===== src/source/execPkg.sv =====
// Execution unit package with widths, command layout, operation codes and states
package execPkg;

	//////////////////////////////////////////////////////////////////////
	// Widths and sizes
	localparam int DataWidth    = 32;
	localparam int IssueNoWidth = 8;
	localparam int RegIdxWidth  = 5;
	localparam int CmdWidth     = 16;
	localparam int AddrWidth    = 16;
	localparam int ShiftWidth   = 5;                     // Shift amount taken from src2
	localparam int MoveDepth    = 8;                     // Move buffer entries
	localparam int MovePtrWidth = $clog2(MoveDepth);
	localparam int MoveCntWidth = $clog2(MoveDepth + 1);
	localparam int WbSrcCount   = 4;                     // Write-back sources

	typedef logic [DataWidth-1:0]    dataT;
	typedef logic [IssueNoWidth-1:0] issueNoT;          // Wraps at 256
	typedef logic [RegIdxWidth-1:0]  regIdxT;
	typedef logic [CmdWidth-1:0]     commandT;
	typedef logic [AddrWidth-1:0]    addrT;

	//////////////////////////////////////////////////////////////////////
	// Command word layout, bits 2:0 are spare
	localparam int OpTypePos   = 14;                     // 2 bits
	localparam int OpClassPos  = 12;                     // 2 bits
	localparam int OpCodePos   = 8;
	localparam int OpCodeWidth = 4;
	localparam int DstRegPos   = 3;

	localparam logic [1:0] OpTypeArith = 2'b00;
	localparam logic [1:0] OpTypeLdSt  = 2'b11;
	localparam logic [1:0] OpClassMove = 2'b11;         // With nonzero code

	// Write-back source slots, lowest wins a tie
	localparam logic [1:0] SrcMove = 2'd0;
	localparam logic [1:0] SrcAlu  = 2'd1;
	localparam logic [1:0] SrcEvn  = 2'd2;
	localparam logic [1:0] SrcOdd  = 2'd3;

	typedef enum logic [OpCodeWidth-1:0] {
		OpAdd, OpSub, OpAnd, OpOr, OpXor, OpSll, OpSrl, OpMac
	} aluOpE;

	typedef enum logic [1:0] {
		LsIdle, LsWaitGrant, LsWaitEnd, LsHold
	} lsStateE;

endpackage

===== src/source/execUnit.sv =====
// Scalar execution unit top with dispatch, ALU, two load/store lanes and move buffer
`timescale 1ns/1ns

module execUnit
	import execPkg::*;
(
	input  logic       clock,
	input  logic       rstN,
	input  logic       req,
	input  commandT    cmd,
	input  issueNoT    issueNo,
	input  dataT       src1,
	input  dataT       src2,
	input  dataT       src3,
	input  logic       stall,
	output logic       busy,
	output logic       wbValid,
	output issueNoT    wbIssueNo,
	output regIdxT     wbReg,
	output dataT       wbData,
	output logic       mathDone,
	output logic [1:0] lsDone,
	output logic       ldStall,
	output logic [1:0] memReq,                   // Bit 0 even lane, bit 1 odd lane
	output logic [1:0] memWrite,
	output addrT       memAddr [1:0],
	output dataT       memStData [1:0],
	input  logic [1:0] memGrant,
	input  logic [1:0] memEnd,
	input  dataT       memLdData [1:0]
);

	logic       aluReq, aluReady, aluTake, aluFull;
	issueNoT    aluIssueNo;
	regIdxT     aluReg;
	dataT       aluData;
	logic [1:0] laneReq, laneReady, laneTake, laneStall;
	issueNoT    laneIssueNo [1:0];
	regIdxT     laneReg [1:0];
	dataT       laneData [1:0];
	logic       moveReq, moveReady, moveTake, moveFull;
	issueNoT    moveIssueNo;
	regIdxT     moveReg;
	dataT       moveData;

	assign ldStall = |laneStall;
	assign busy    = aluFull || moveFull || ldStall;

	//////////////////////////////////////////////////////////////////////
	// Control and datapath blocks
	execDispatch dispatchI (.clock, .rstN, .req, .cmd, .issueNo,
		.aluReq, .laneReq, .moveReq, .aluReady, .aluIssueNo, .aluReg, .aluData,
		.laneReady, .laneIssueNo, .laneReg, .laneData,
		.moveReady, .moveIssueNo, .moveReg, .moveData,
		.aluTake, .laneTake, .moveTake, .wbValid, .wbIssueNo, .wbReg, .wbData);

	scalarAlu aluI (.clock, .rstN, .stall, .aluReq, .cmd, .issueNo, .src1, .src2, .src3,
		.aluTake, .aluReady, .aluIssueNo, .aluReg, .aluData, .aluFull, .mathDone);

	ldStUnit laneEvn (.clock, .rstN, .stall, .laneReq(laneReq[0]), .cmd, .issueNo,
		.src1, .src2, .src3, .laneTake(laneTake[0]),
		.memGrant(memGrant[0]), .memEnd(memEnd[0]), .memLdData(memLdData[0]),
		.memReq(memReq[0]), .memWrite(memWrite[0]), .memAddr(memAddr[0]),
		.memStData(memStData[0]), .laneReady(laneReady[0]), .laneIssueNo(laneIssueNo[0]),
		.laneReg(laneReg[0]), .laneData(laneData[0]), .lsDone(lsDone[0]),
		.ldStall(laneStall[0]));

	ldStUnit laneOdd (.clock, .rstN, .stall, .laneReq(laneReq[1]), .cmd, .issueNo,
		.src1, .src2, .src3, .laneTake(laneTake[1]),
		.memGrant(memGrant[1]), .memEnd(memEnd[1]), .memLdData(memLdData[1]),
		.memReq(memReq[1]), .memWrite(memWrite[1]), .memAddr(memAddr[1]),
		.memStData(memStData[1]), .laneReady(laneReady[1]), .laneIssueNo(laneIssueNo[1]),
		.laneReg(laneReg[1]), .laneData(laneData[1]), .lsDone(lsDone[1]),
		.ldStall(laneStall[1]));

	moveBuffer moveI (.clock, .rstN, .moveReq, .cmd, .issueNo, .src1, .moveTake,
		.moveReady, .moveIssueNo, .moveReg, .moveData, .moveFull);

endmodule


===== src/source/moveBuffer.sv =====
// Ring buffer of pending register moves with their tokens and data
`timescale 1ns/1ns

module moveBuffer
	import execPkg::*;
(
	input  logic    clock,
	input  logic    rstN,
	input  logic    moveReq,
	input  commandT cmd,
	input  issueNoT issueNo,
	input  dataT    src1,
	input  logic    moveTake,
	output logic    moveReady,
	output issueNoT moveIssueNo,
	output regIdxT  moveReg,
	output dataT    moveData,
	output logic    moveFull
);

	issueNoT                 issueMem [MoveDepth];
	regIdxT                  regMem [MoveDepth];
	dataT                    dataMem [MoveDepth];
	logic [MovePtrWidth-1:0] wrPtr;
	logic [MovePtrWidth-1:0] rdPtr;
	logic [MoveCntWidth-1:0] count;
	logic                    doWrite;
	logic                    doRead;

	function automatic logic [MovePtrWidth-1:0] nextPtr(input logic [MovePtrWidth-1:0] ptr);
		return (ptr == MovePtrWidth'(MoveDepth - 1)) ? '0 : ptr + 1'b1;
	endfunction

	assign moveFull    = count == MoveCntWidth'(MoveDepth);
	assign moveReady   = count != '0;
	assign doWrite     = moveReq && !moveFull;
	assign doRead      = moveTake && moveReady;
	assign moveIssueNo = issueMem[rdPtr];        // Head entry
	assign moveReg     = regMem[rdPtr];
	assign moveData    = dataMem[rdPtr];

	always_ff @(posedge clock or negedge rstN) begin
		if (!rstN) begin
			wrPtr <= '0;
			rdPtr <= '0;
			count <= '0;
		end else begin
			if (doWrite) wrPtr <= nextPtr(wrPtr);
			if (doRead) rdPtr <= nextPtr(rdPtr);
			count <= count + MoveCntWidth'(doWrite) - MoveCntWidth'(doRead);
		end
	end

	always_ff @(posedge clock) begin
		if (doWrite) begin
			issueMem[wrPtr] <= issueNo;
			regMem[wrPtr]   <= cmd[DstRegPos +: RegIdxWidth];
			dataMem[wrPtr]  <= src1;                   // Source passes through unchanged
		end
	end

endmodule


===== src/source/ldStUnit.sv =====
// Load/store lane that runs one memory access and holds the loaded word
`timescale 1ns/1ns

module ldStUnit
	import execPkg::*;
(
	input  logic    clock,
	input  logic    rstN,
	input  logic    stall,
	input  logic    laneReq,
	input  commandT cmd,
	input  issueNoT issueNo,
	input  dataT    src1,
	input  dataT    src2,
	input  dataT    src3,
	input  logic    laneTake,
	input  logic    memGrant,
	input  logic    memEnd,
	input  dataT    memLdData,
	output logic    memReq,
	output logic    memWrite,
	output addrT    memAddr,
	output dataT    memStData,
	output logic    laneReady,
	output issueNoT laneIssueNo,
	output regIdxT  laneReg,
	output dataT    laneData,
	output logic    lsDone,
	output logic    ldStall
);

	lsStateE state;
	logic    isStore;
	logic    accept;
	logic    accessEnd;

	assign accept    = laneReq && (state == LsIdle);
	assign accessEnd = memEnd && (state == LsWaitEnd);
	assign laneReady = state == LsHold;
	assign lsDone    = accessEnd;                // Loads and stores alike
	// Held from acceptance until the lane is idle again
	assign ldStall   = state != LsIdle;

	//////////////////////////////////////////////////////////////////////
	// Lane FSM
	always_ff @(posedge clock or negedge rstN) begin
		if (!rstN) begin
			state    <= LsIdle;
			memReq   <= 1'b0;
			memWrite <= 1'b0;
			isStore  <= 1'b0;
		end else begin
			case (state)
				LsIdle: begin
					if (laneReq) begin
						state    <= LsWaitGrant;
						memReq   <= !stall;
						memWrite <= cmd[OpClassPos + 1];       // Class bit 1 is store
						isStore  <= cmd[OpClassPos + 1];
					end
				end
				LsWaitGrant: begin
					if (memReq && memGrant) begin
						state    <= LsWaitEnd;
						memReq   <= 1'b0;                      // Drop after grant
						memWrite <= 1'b0;
					end else if (!stall) begin
						memReq   <= 1'b1;                      // Launch once stall clears
					end
				end
				LsWaitEnd: begin
					if (memEnd) begin
						state <= isStore ? LsIdle : LsHold;
					end
				end
				LsHold: begin
					if (laneTake) begin
						state <= LsIdle;
					end
				end
				default: state <= LsIdle;
			endcase
		end
	end

	//////////////////////////////////////////////////////////////////////
	// Access and result payload
	always_ff @(posedge clock) begin
		if (accept) begin
			memAddr     <= addrT'(src1 + src2);
			memStData   <= src3;
			laneIssueNo <= issueNo;
			laneReg     <= cmd[DstRegPos +: RegIdxWidth];
		end
		if (accessEnd && !isStore) begin
			laneData <= memLdData;
		end
	end

endmodule


===== src/source/scalarAlu.sv =====
// Two-stage integer ALU pipeline with stall and a held output
`timescale 1ns/1ns

module scalarAlu
	import execPkg::*;
(
	input  logic    clock,
	input  logic    rstN,
	input  logic    stall,
	input  logic    aluReq,
	input  commandT cmd,
	input  issueNoT issueNo,
	input  dataT    src1,
	input  dataT    src2,
	input  dataT    src3,
	input  logic    aluTake,
	output logic    aluReady,
	output issueNoT aluIssueNo,
	output regIdxT  aluReg,
	output dataT    aluData,
	output logic    aluFull,
	output logic    mathDone
);

	logic    valid1;
	logic    valid2;
	aluOpE   op1;
	dataT    opA;
	dataT    opB;
	dataT    opC;
	issueNoT issue1;
	regIdxT  reg1;
	dataT    result;
	logic    adv2;
	logic    load1;

	// Stage two moves on when empty or taken, stage one when it can pass along
	assign adv2     = !stall && (!valid2 || aluTake);
	assign load1    = !stall && (!valid1 || adv2);
	assign aluReady = valid2 && !stall;          // No write-back while stalled
	assign aluFull  = valid1 && valid2;
	assign mathDone = aluReady && aluTake;

	//////////////////////////////////////////////////////////////////////
	// Stage two datapath
	always_comb begin
		case (op1)
			OpAdd:   result = opA + opB;
			OpSub:   result = opA - opB;
			OpAnd:   result = opA & opB;
			OpOr:    result = opA | opB;
			OpXor:   result = opA ^ opB;
			OpSll:   result = opA << opB[ShiftWidth-1:0];
			OpSrl:   result = opA >> opB[ShiftWidth-1:0];
			OpMac:   result = opA * opB + opC;       // Truncated to 32 bits
			default: result = '0;
		endcase
	end

	always_ff @(posedge clock or negedge rstN) begin
		if (!rstN) begin
			valid1 <= 1'b0;
			valid2 <= 1'b0;
		end else begin
			if (adv2) begin
				valid2 <= valid1;
			end
			if (load1) begin
				valid1 <= aluReq;
			end
		end
	end

	always_ff @(posedge clock) begin
		if (load1 && aluReq) begin
			op1    <= aluOpE'(cmd[OpCodePos +: OpCodeWidth]);
			opA    <= src1;
			opB    <= src2;
			opC    <= src3;
			issue1 <= issueNo;
			reg1   <= cmd[DstRegPos +: RegIdxWidth];
		end
		if (adv2 && valid1) begin
			aluData    <= result;
			aluIssueNo <= issue1;
			aluReg     <= reg1;
		end
	end

endmodule


===== src/source/execDispatch.sv =====
// Dispatch control that decodes and steers commands and picks the oldest result
`timescale 1ns/1ns

module execDispatch
	import execPkg::*;
(
	input  logic       clock,
	input  logic       rstN,
	input  logic       req,
	input  commandT    cmd,
	input  issueNoT    issueNo,                // Also the age reference
	output logic       aluReq,
	output logic [1:0] laneReq,
	output logic       moveReq,
	input  logic       aluReady,
	input  issueNoT    aluIssueNo,
	input  regIdxT     aluReg,
	input  dataT       aluData,
	input  logic [1:0] laneReady,
	input  issueNoT    laneIssueNo [1:0],
	input  regIdxT     laneReg [1:0],
	input  dataT       laneData [1:0],
	input  logic       moveReady,
	input  issueNoT    moveIssueNo,
	input  regIdxT     moveReg,
	input  dataT       moveData,
	output logic       aluTake,
	output logic [1:0] laneTake,
	output logic       moveTake,
	output logic       wbValid,
	output issueNoT    wbIssueNo,
	output regIdxT     wbReg,
	output dataT       wbData
);

	logic [1:0]            opType;
	logic [1:0]            opClass;
	logic                  isMove;
	logic [WbSrcCount-1:0] srcReady;
	issueNoT               srcIssueNo [WbSrcCount];
	regIdxT                srcReg [WbSrcCount];
	dataT                  srcData [WbSrcCount];
	issueNoT               srcAge [WbSrcCount];
	issueNoT               bestAge;
	logic                  grantValid;
	logic [1:0]            grantIdx;
	logic [WbSrcCount-1:0] take;

	//////////////////////////////////////////////////////////////////////
	// Decode and steering
	assign opType     = cmd[OpTypePos +: 2];
	assign opClass    = cmd[OpClassPos +: 2];
	assign isMove     = (opType == OpTypeArith) && (opClass == OpClassMove) &&
		(|cmd[OpCodePos +: OpCodeWidth]);
	assign aluReq     = req && (opType == OpTypeArith) && !isMove;
	assign moveReq    = req && isMove;
	assign laneReq[0] = req && (opType == OpTypeLdSt) && !opClass[0];  // Even lane
	assign laneReq[1] = req && (opType == OpTypeLdSt) && opClass[0];   // Odd lane

	//////////////////////////////////////////////////////////////////////
	// Write-back arbitration by age
	assign srcReady = {laneReady[1], laneReady[0], aluReady, moveReady};
	assign srcIssueNo[SrcMove] = moveIssueNo;
	assign srcIssueNo[SrcAlu]  = aluIssueNo;
	assign srcIssueNo[SrcEvn]  = laneIssueNo[0];
	assign srcIssueNo[SrcOdd]  = laneIssueNo[1];
	assign srcReg[SrcMove]     = moveReg;
	assign srcReg[SrcAlu]      = aluReg;
	assign srcReg[SrcEvn]      = laneReg[0];
	assign srcReg[SrcOdd]      = laneReg[1];
	assign srcData[SrcMove]    = moveData;
	assign srcData[SrcAlu]     = aluData;
	assign srcData[SrcEvn]     = laneData[0];
	assign srcData[SrcOdd]     = laneData[1];

	always_comb begin
		grantValid = 1'b0;
		grantIdx   = SrcMove;
		bestAge    = '0;
		for (int i = 0; i < WbSrcCount; i++) begin
			srcAge[i] = issueNo - srcIssueNo[i];            // Modulo 256
			// Strictly older only, so earlier slots keep ties
			if (srcReady[i] && (!grantValid || (srcAge[i] > bestAge))) begin
				grantValid = 1'b1;
				grantIdx   = 2'(i);
				bestAge    = srcAge[i];
			end
		end
	end

	assign take     = grantValid ? (WbSrcCount'(1) << grantIdx) : '0;
	assign moveTake = take[SrcMove];
	assign aluTake  = take[SrcAlu];
	assign laneTake = {take[SrcOdd], take[SrcEvn]};

	always_ff @(posedge clock or negedge rstN) begin
		if (!rstN) begin
			wbValid <= 1'b0;
		end else begin
			wbValid <= grantValid;                             // One pulse per take
		end
	end

	always_ff @(posedge clock) begin
		if (grantValid) begin
			wbIssueNo <= srcIssueNo[grantIdx];
			wbReg     <= srcReg[grantIdx];
			wbData    <= srcData[grantIdx];
		end
	end

endmodule


===== config.mk =====
export PLATFORM = sky130hd
export DESIGN_NAME = execUnit
export DESIGN_NICKNAME = d
export VERILOG_FILES = /design/src/source/execPkg.sv /design/src/source/execUnit.sv /design/src/source/moveBuffer.sv /design/src/source/ldStUnit.sv /design/src/source/scalarAlu.sv /design/src/source/execDispatch.sv
export SDC_FILE = /design/constraint.sdc
export NUM_CORES = 2
export LEC_CHECK = 0
export BUFFER_PORTS_ARGS = -buffer_cell sky130_fd_sc_hd__clkbuf_2
export CORE_MARGIN = 3
export CORE_UTILIZATION = 60
export CTS_CLUSTER_SIZE = 30
export DETAILED_ROUTE_END_ITERATION = 8
export PLACE_DENSITY = 0.85
export SKIP_CTS_REPAIR_TIMING = 1
export SYNTH_ARGS = -nofsm -noshare
export SYNTH_HDL_FRONTEND = slang
export SYNTH_SLANG_ARGS = --single-unit

===== constraint.sdc =====
create_clock -name clock -period 36.2 [get_ports clock]
set_input_delay 1.81 -clock clock [delete_from_list [all_inputs] [get_ports clock]]
set_output_delay 1.81 -clock clock [all_outputs]
set_load 0.005 [all_outputs]

Word-level counts from Yosys, hierarchy flattened
Memory sizes are Yosys's and may differ from the RTL's. Index checks and enable logic that the tools add are counted.

Multiply operators: 1. Shifts and indexed selects: 3. Reduce and logical (&&, ||, !) cells: 65. Muxes and demuxes: 50. Bitwise gates (word level): 4. Order comparisons: 4. Equality and inequality tests: 28. $add $sub $neg: 12.

Operator list (count): case mux 32 bit (8 select lines) (1); adder 32 bit (2); binary-select mux 32 bit (select 2 bit) (1); two-way mux 32 bit (2); two-way mux 8 bit (5); bitwise AND 32 bit (1); multiplier 32 x 32 -> 32 bit (1); bitwise OR 32 bit (1); left shift 32 x 5 -> 32 bit (1); >> shifter 32 x 5 -> 32 bit (1); subtractor 32 bit (1); subtractor 8 bit (4); bitwise XOR 32 bit (1); logical AND 1 bit (28); > comparator 8 bit (3); two-way mux 2 bit (12); adder 16 bit (1); binary-select mux 8 bit (select 2 bit) (1); == test 4 x 3 -> 1 bit, second input constant (4); two-way mux 1 bit (16); case mux 2 bit (4 select lines) (2); == test 2 bit, second input constant (6); AND reduction 3 bit (4); zero test 1 bit (11); other kinds (28) (57).

Logic and storage cells: 206. Output and inout bits: 151. RAM bits: 360. Register bits after elaboration: 412. Memories: 3.

Memories: moveI.dataMem (words 8, bits a word 32, read ports 1, clocked after Yosys merged registers in 0, wr ports 1, line moveBuffer.sv:23) `dataT dataMem [MoveDepth];`; moveI.issueMem (words 8, bits a word 8, read ports 1, clocked after Yosys merged registers in 0, wr ports 1, line moveBuffer.sv:21) `issueNoT issueMem [MoveDepth];`; moveI.regMem (words 8, bits a word 5, read ports 1, clocked after Yosys merged registers in 0, wr ports 1, line moveBuffer.sv:22) `regIdxT regMem [MoveDepth];`.

Depth between registers and ports, before layout
An unclocked memory read counts as a cell.

Depth in word-level cells: 22. Depth in mapped cells: 50.

By module
Synthesis repeated with hierarchy kept, for this count alone.

Cell total of the unflattened synthesis: 4763. Area total of the unflattened synthesis: 55550.8 um2.

By module, submodules not included: scalarAlu (sequential area each 4794.6 um2, instances 1, area each 28159.5 um2, cells each 3123); moveBuffer (sequential area each 11060.6 um2, instances 1, area each 14134.8 um2, cells each 580); ldStUnit (sequential area each 2917.8 um2, instances 2, area each 3783.6 um2, cells each 216); execDispatch (sequential area each 1376.3 um2, instances 1, area each 5675.4 um2, cells each 626); execUnit (sequential area each 0.0 um2, instances 1, area each 13.8 um2, cells each 2).

Worst setup path after synthesis
No wires, ideal clock.

Kind: input to register. Start point: in issueNo[0]. End point: reg aluI.issue1[0] (enable). Arrival: 13.852 ns. Cell stages on the path: 38. Path buffers: 3. Library setup time: 0.652 ns. Slack: 21.696 ns. Required time: 35.548 ns. Path through: inv_1 ha_1 inv_1 fa_1 nand2_1 nand2_1 a21oi_1 o21ai_0 a21oi_1 xnor2_1 nand2_1 ha_1 a21o_1 a21oi_1 a21oi_1 o21ai_1 a21oi_1 clkbuf_1 [2 not listed] ha_1 nor2b_1 o21a_1 o21a_1 o21ai_0 a31o_2 a21oi_1 clkbuf_1 nand2_1 o21a_1 ha_1 a21o_1 a21o_1 a21o_1 o22ai_1 a21o_1 nand3_1 a31oi_1.

Longest elaborated chain between the ends: 21.

Ends and longest elaborated chain: start, declared (line execUnit.sv:11) `input issueNoT issueNo,`; subtractor 8 bit (line execDispatch.sv:81) `srcAge[i] = issueNo - srcIssueNo[i];`; two-way mux 8 bit (line execDispatch.sv:83) `if (srcReady[i] && (!grantValid || (srcAge[i] > bestAge))) begin`; > comparator 8 bit (line execDispatch.sv:83); logical OR 1 bit (line execDispatch.sv:83); logical AND 1 bit (line execDispatch.sv:83); two-way mux 8 bit or two-way mux 1 bit (tied branches) (line execDispatch.sv:83); > comparator 8 bit or zero test 1 bit (tied branches) (line execDispatch.sv:83); logical OR 1 bit (line execDispatch.sv:83); [5 not listed]; two-way mux 2 bit (line execDispatch.sv:83); left shift 1 x 2 -> 4 bit (line execDispatch.sv:91) `assign take = grantValid ? (WbSrcCount'(1) << grantIdx) : '0;`; two-way mux 4 bit (*) (line execDispatch.sv:91); logical OR 1 bit (*) (line scalarAlu.sv:38) `assign adv2 = !stall && (!valid2 || aluTake);`; logical AND 1 bit (*) (line scalarAlu.sv:38); logical OR 1 bit (*) (line scalarAlu.sv:39) `assign load1 = !stall && (!valid1 || adv2);`; logical AND 1 bit (*) (line scalarAlu.sv:39); logical AND 1 bit (*) (line scalarAlu.sv:75) `if (load1 && aluReq) begin`; end signal, assigned (line scalarAlu.sv:80) `issue1 <= issueNo;`; end, declared (line scalarAlu.sv:31) `issueNoT issue1;`.

Every way passes the cells marked *; elsewhere a longest branch is shown, timed or not. A chain may end at the register's enable or synchronous reset.

Worst setup path in the final report
Start point: reg moveI.rdPtr[0]. End point: out mathDone.

Longest elaborated chain between the ends: 18.

Ends and longest elaborated chain: start, declared (line moveBuffer.sv:25) `logic [MovePtrWidth-1:0] rdPtr;`; start signal, assigned (line moveBuffer.sv:49) `if (doRead) rdPtr <= nextPtr(rdPtr);`; memory (8 x 8 bit) (*); subtractor 8 bit (*) (line execDispatch.sv:81); two-way mux 8 bit (*) (line execDispatch.sv:83); > comparator 8 bit (line execDispatch.sv:83); logical OR 1 bit (line execDispatch.sv:83); logical AND 1 bit (line execDispatch.sv:83); two-way mux 8 bit or two-way mux 1 bit (tied branches) (line execDispatch.sv:83); > comparator 8 bit or zero test 1 bit (tied branches) (line execDispatch.sv:83); [2 not listed]; two-way mux 8 bit or two-way mux 1 bit (tied branches) (line execDispatch.sv:83); > comparator 8 bit or zero test 1 bit (tied branches) (line execDispatch.sv:83); logical OR 1 bit (line execDispatch.sv:83); logical AND 1 bit (line execDispatch.sv:83); two-way mux 2 bit (line execDispatch.sv:83); left shift 1 x 2 -> 4 bit (line execDispatch.sv:91); two-way mux 4 bit (*) (line execDispatch.sv:91); logical AND 1 bit (*) (line scalarAlu.sv:42) `assign mathDone = aluReady && aluTake;`; end, declared (line execUnit.sv:21) `output logic mathDone,`.

Marks and branches as above.

==> flow_summary.toml <==
[setup_path]
crit_arrival_ns = 11.72
crit_fanout = 45
end_kind = "output port"
startpoint_type = "flop"
cpPeakStageDelay_ns = 0.68
cp_slowest_cell = "dfrtp_4"
worst_ep_required_time_ns = 34.39
crit_type = "reg2out"

[power_and_ir_drop]
powerDensity_nw_per_um2 = 79.7
p_total_mw = 4.71
power.leakage_nw = 24.6
vdd_ir_drop_max_uv = 151

[yosys]
synth-xor-area-share_pct = 2.79
synth_cell_types = 78
syn-cell-area_um2 = 53500
syn_nets = 5460
synth_warnings = 0
avgSynthCellArea_um2 = 11.8
synth_ff_type = "edfxtp_1"
syn_inst = 4525
postSynth.asyncResetShare_pct = 2.98
synth_seq_cells = 772
synthTopCellsByArea = "edfxtp_1 42%, fa_1 17%, ha_1 7.0%"
synthAdderAreaFrac_pct = 23.6
synthMuxAreaShare_pct = 8.01
synth_edf_count = 749
synth-simple-area-share_pct = 8.29
ys_seq_area_share_pct = 43.1
synth_top_family_by_area = "adder cells"
synth_compound_area_share_pct = 7.96
synth_top_area_share_pct = 42.0
synth_top_area_cell = "edfxtp_1"

[final_layout]
fillers = 6140
regArea_um2 = 23100
final_nets = 5730
layout.cells.most_common_list = "749 x edfxtp_1, 613 x inv_1, 557 x nand2_1"
multi_input_area_um2 = 27300
final_common_cell = "edfxtp_1"
drive_above_1_share_pct = 15.5
area_growth_pct = 10.5

[sta]
maxSlewHeadroom_pct = 20.9
period_minus_slack_ns = 13.53
fin_crit_sh_pct = 37.4
setup_viol = 0
tns_ns = 0
maxSlewViolCount = 0
tightestPinTransition_ns = 1.19
finalHoldViolCount = 0
timing.final.ws_setup_ns = 22.67
rsz0062_at_grt = "no"
fmax_mhz = 73.9
finClkSkew_ns = 0.0431

[global_routing]
grt_pass1_wl_um = 258000
track_usage_pct = 37.6
grt_pass1_vias = 41000
grt_antenna_before_repair = 9
grt_max_degree = 88
gr-total-overflow = 0

[clock_network]
path_clk_slew_ns = 0.06
cts_inserted_buffers = 79
clk_latency_ns = 0.68
root_buffer = "clkbuf_16"
clkSinkCount = 772
cts_tree = "yes"
htree_levels = 3
clockBufferDepth = 3

[detailed_routing]
vias_per_cell = 6.47
routed_wl_um = 173000
num_vias = 38900
drt_iter0_drc = 4547
wl_per_cell_um = 28.8
drt-pass1-iter-count = 8
antenna_left = 0
post-route-drc-count = 0

[die]
die_w_um = 305
fp.coreArea_um2 = 87600
io_pins = 343
num_rows = 108
dieArea_um2 = 92800
start_util_pct = 61.1
die_h_um = 305

[place]
hpwl_um = 119000
io_buffers = 339
gp_congestion = 1.05
post-place-ws_ns = 23.76

[min_path]
worstHoldPathType = "reg2reg"

[status]
outcome = "finished, final reports clean"

[flow_run]
cap_violations = 0
==> cell type report <==
class,count,area share (%)
Multi-Input combinational cell,2882,46.1
Sequential cell,772,39.0
Timing Repair Buffer,438,4.15
Inverter,622,3.95
Clock buffer,93,3.47
Tap cell,1155,2.44
Clock inverter,50,0.844
Antenna cell,5,0.0212
==> critical path, delay by kind of cell, from the launching register on <==
family          cells  cell delay, ns
fa+ha+maj           4            1.23
buf+inv             5            2.36
mux                 2            0.95
flops               1            0.68
compound gates     19            4.66
simple gates        8            1.07
==> synth_stat cells, drive strengths merged, types with 15 or more instances <==
library cell  number
edfxtp           749
inv              616
nand2            557
fa               445
nor2             315
ha               298
clkbuf           166
o21ai            156
a21oi            152
mux4             130
xnor2            123
mux2i            101
buf               83
a22oi             52
xor2              45
o221ai            41
a221oi            39
nand3             39
nor3              39
a21o              34
mux2              31
o21a              28
nand2b            27
dfrtp             23
and3              18
nor2b             17
o211ai            17
a211oi            16
a21boi            15
==> final timing paths <==
kind / slack, ns / startpoint / to / depth (start not counted)
setup / recovery: 22.67 / moveI.rdPtr[0]$_DFFE_PN0P_ / mathDone / 38
hold / removal: 0.42 / aluI.reg1[3]$_DFFE_PP_ / aluI.aluReg[3]$_DFFE_PP_ / 0
setup reg to reg: 23.64 / moveI.rdPtr[0]$_DFFE_PN0P_ / aluI.opB[25]$_DFFE_PP_ / 39
hold reg to reg: 0.42 / aluI.reg1[3]$_DFFE_PP_ / aluI.aluReg[3]$_DFFE_PP_ / 0
max in group asynchronous: 34.58 / rstN / moveI.rdPtr[1]$_DFFE_PN0P_ / 1
min in group asynchronous: 1.16 / rstN / moveI.wrPtr[2]$_DFFE_PN0P_ / 1
==> flip-flops by register name (all words and copies together) (netlist names), 8 cells and up <==
signal and flops:
aluI.opC 32, aluI.opB 32, laneEvn.laneData 32, laneOdd.memAddr 16, aluI.opA 32, aluI.aluData 32, moveI.dataMem 256, aluI.aluIssueNo 8
dispatchI.wbData 32, moveI.issueMem 64, laneOdd.memStData 32, dispatchI.wbIssueNo 8, laneEvn.memStData 32, moveI.regMem 40, laneOdd.laneData 32, aluI.issue1 8
laneEvn.memAddr 16, laneEvn.laneIssueNo 8, laneOdd.laneIssueNo 8
==> kinds of logic after synthesis <==
logic type / Yosys count
compound gates: 644
xor+xnor: 168
fa+ha+maj: 743
buf+inv: 871
flops: 772
mux: 262
simple gates: 1065
==> stage by stage <==
stage,hold WS (ns),utilization (%),area (um^2),instances
floorplan,0.400,-,53500,4525
global placement,0.401,64.6,56600,5869
detailed placement,0.405,64.6,56600,5869
CTS,0.419,67.5,59100,6012
global route,0.423,67.5,59100,6015
finish,0.418,67.5,59100,6017
==> report_power, final <==
part	leakage (nW)	switching, mW	internal [mW]	total, mW
Combinational	16.2	1.69	1.07	2.75
Sequential	7.11	0.0527	1.10	1.15
Clock	1.22	0.362	0.447	0.808
==> routing by layer <==
layer	part of all wire [%]	track usage [%]
met5	0.018	0
met3	11	8.45
met4	8.1	24.3
met2	48	61.5
met1	33	45.2
Note: power is estimated with default switching activity, not from simulation.
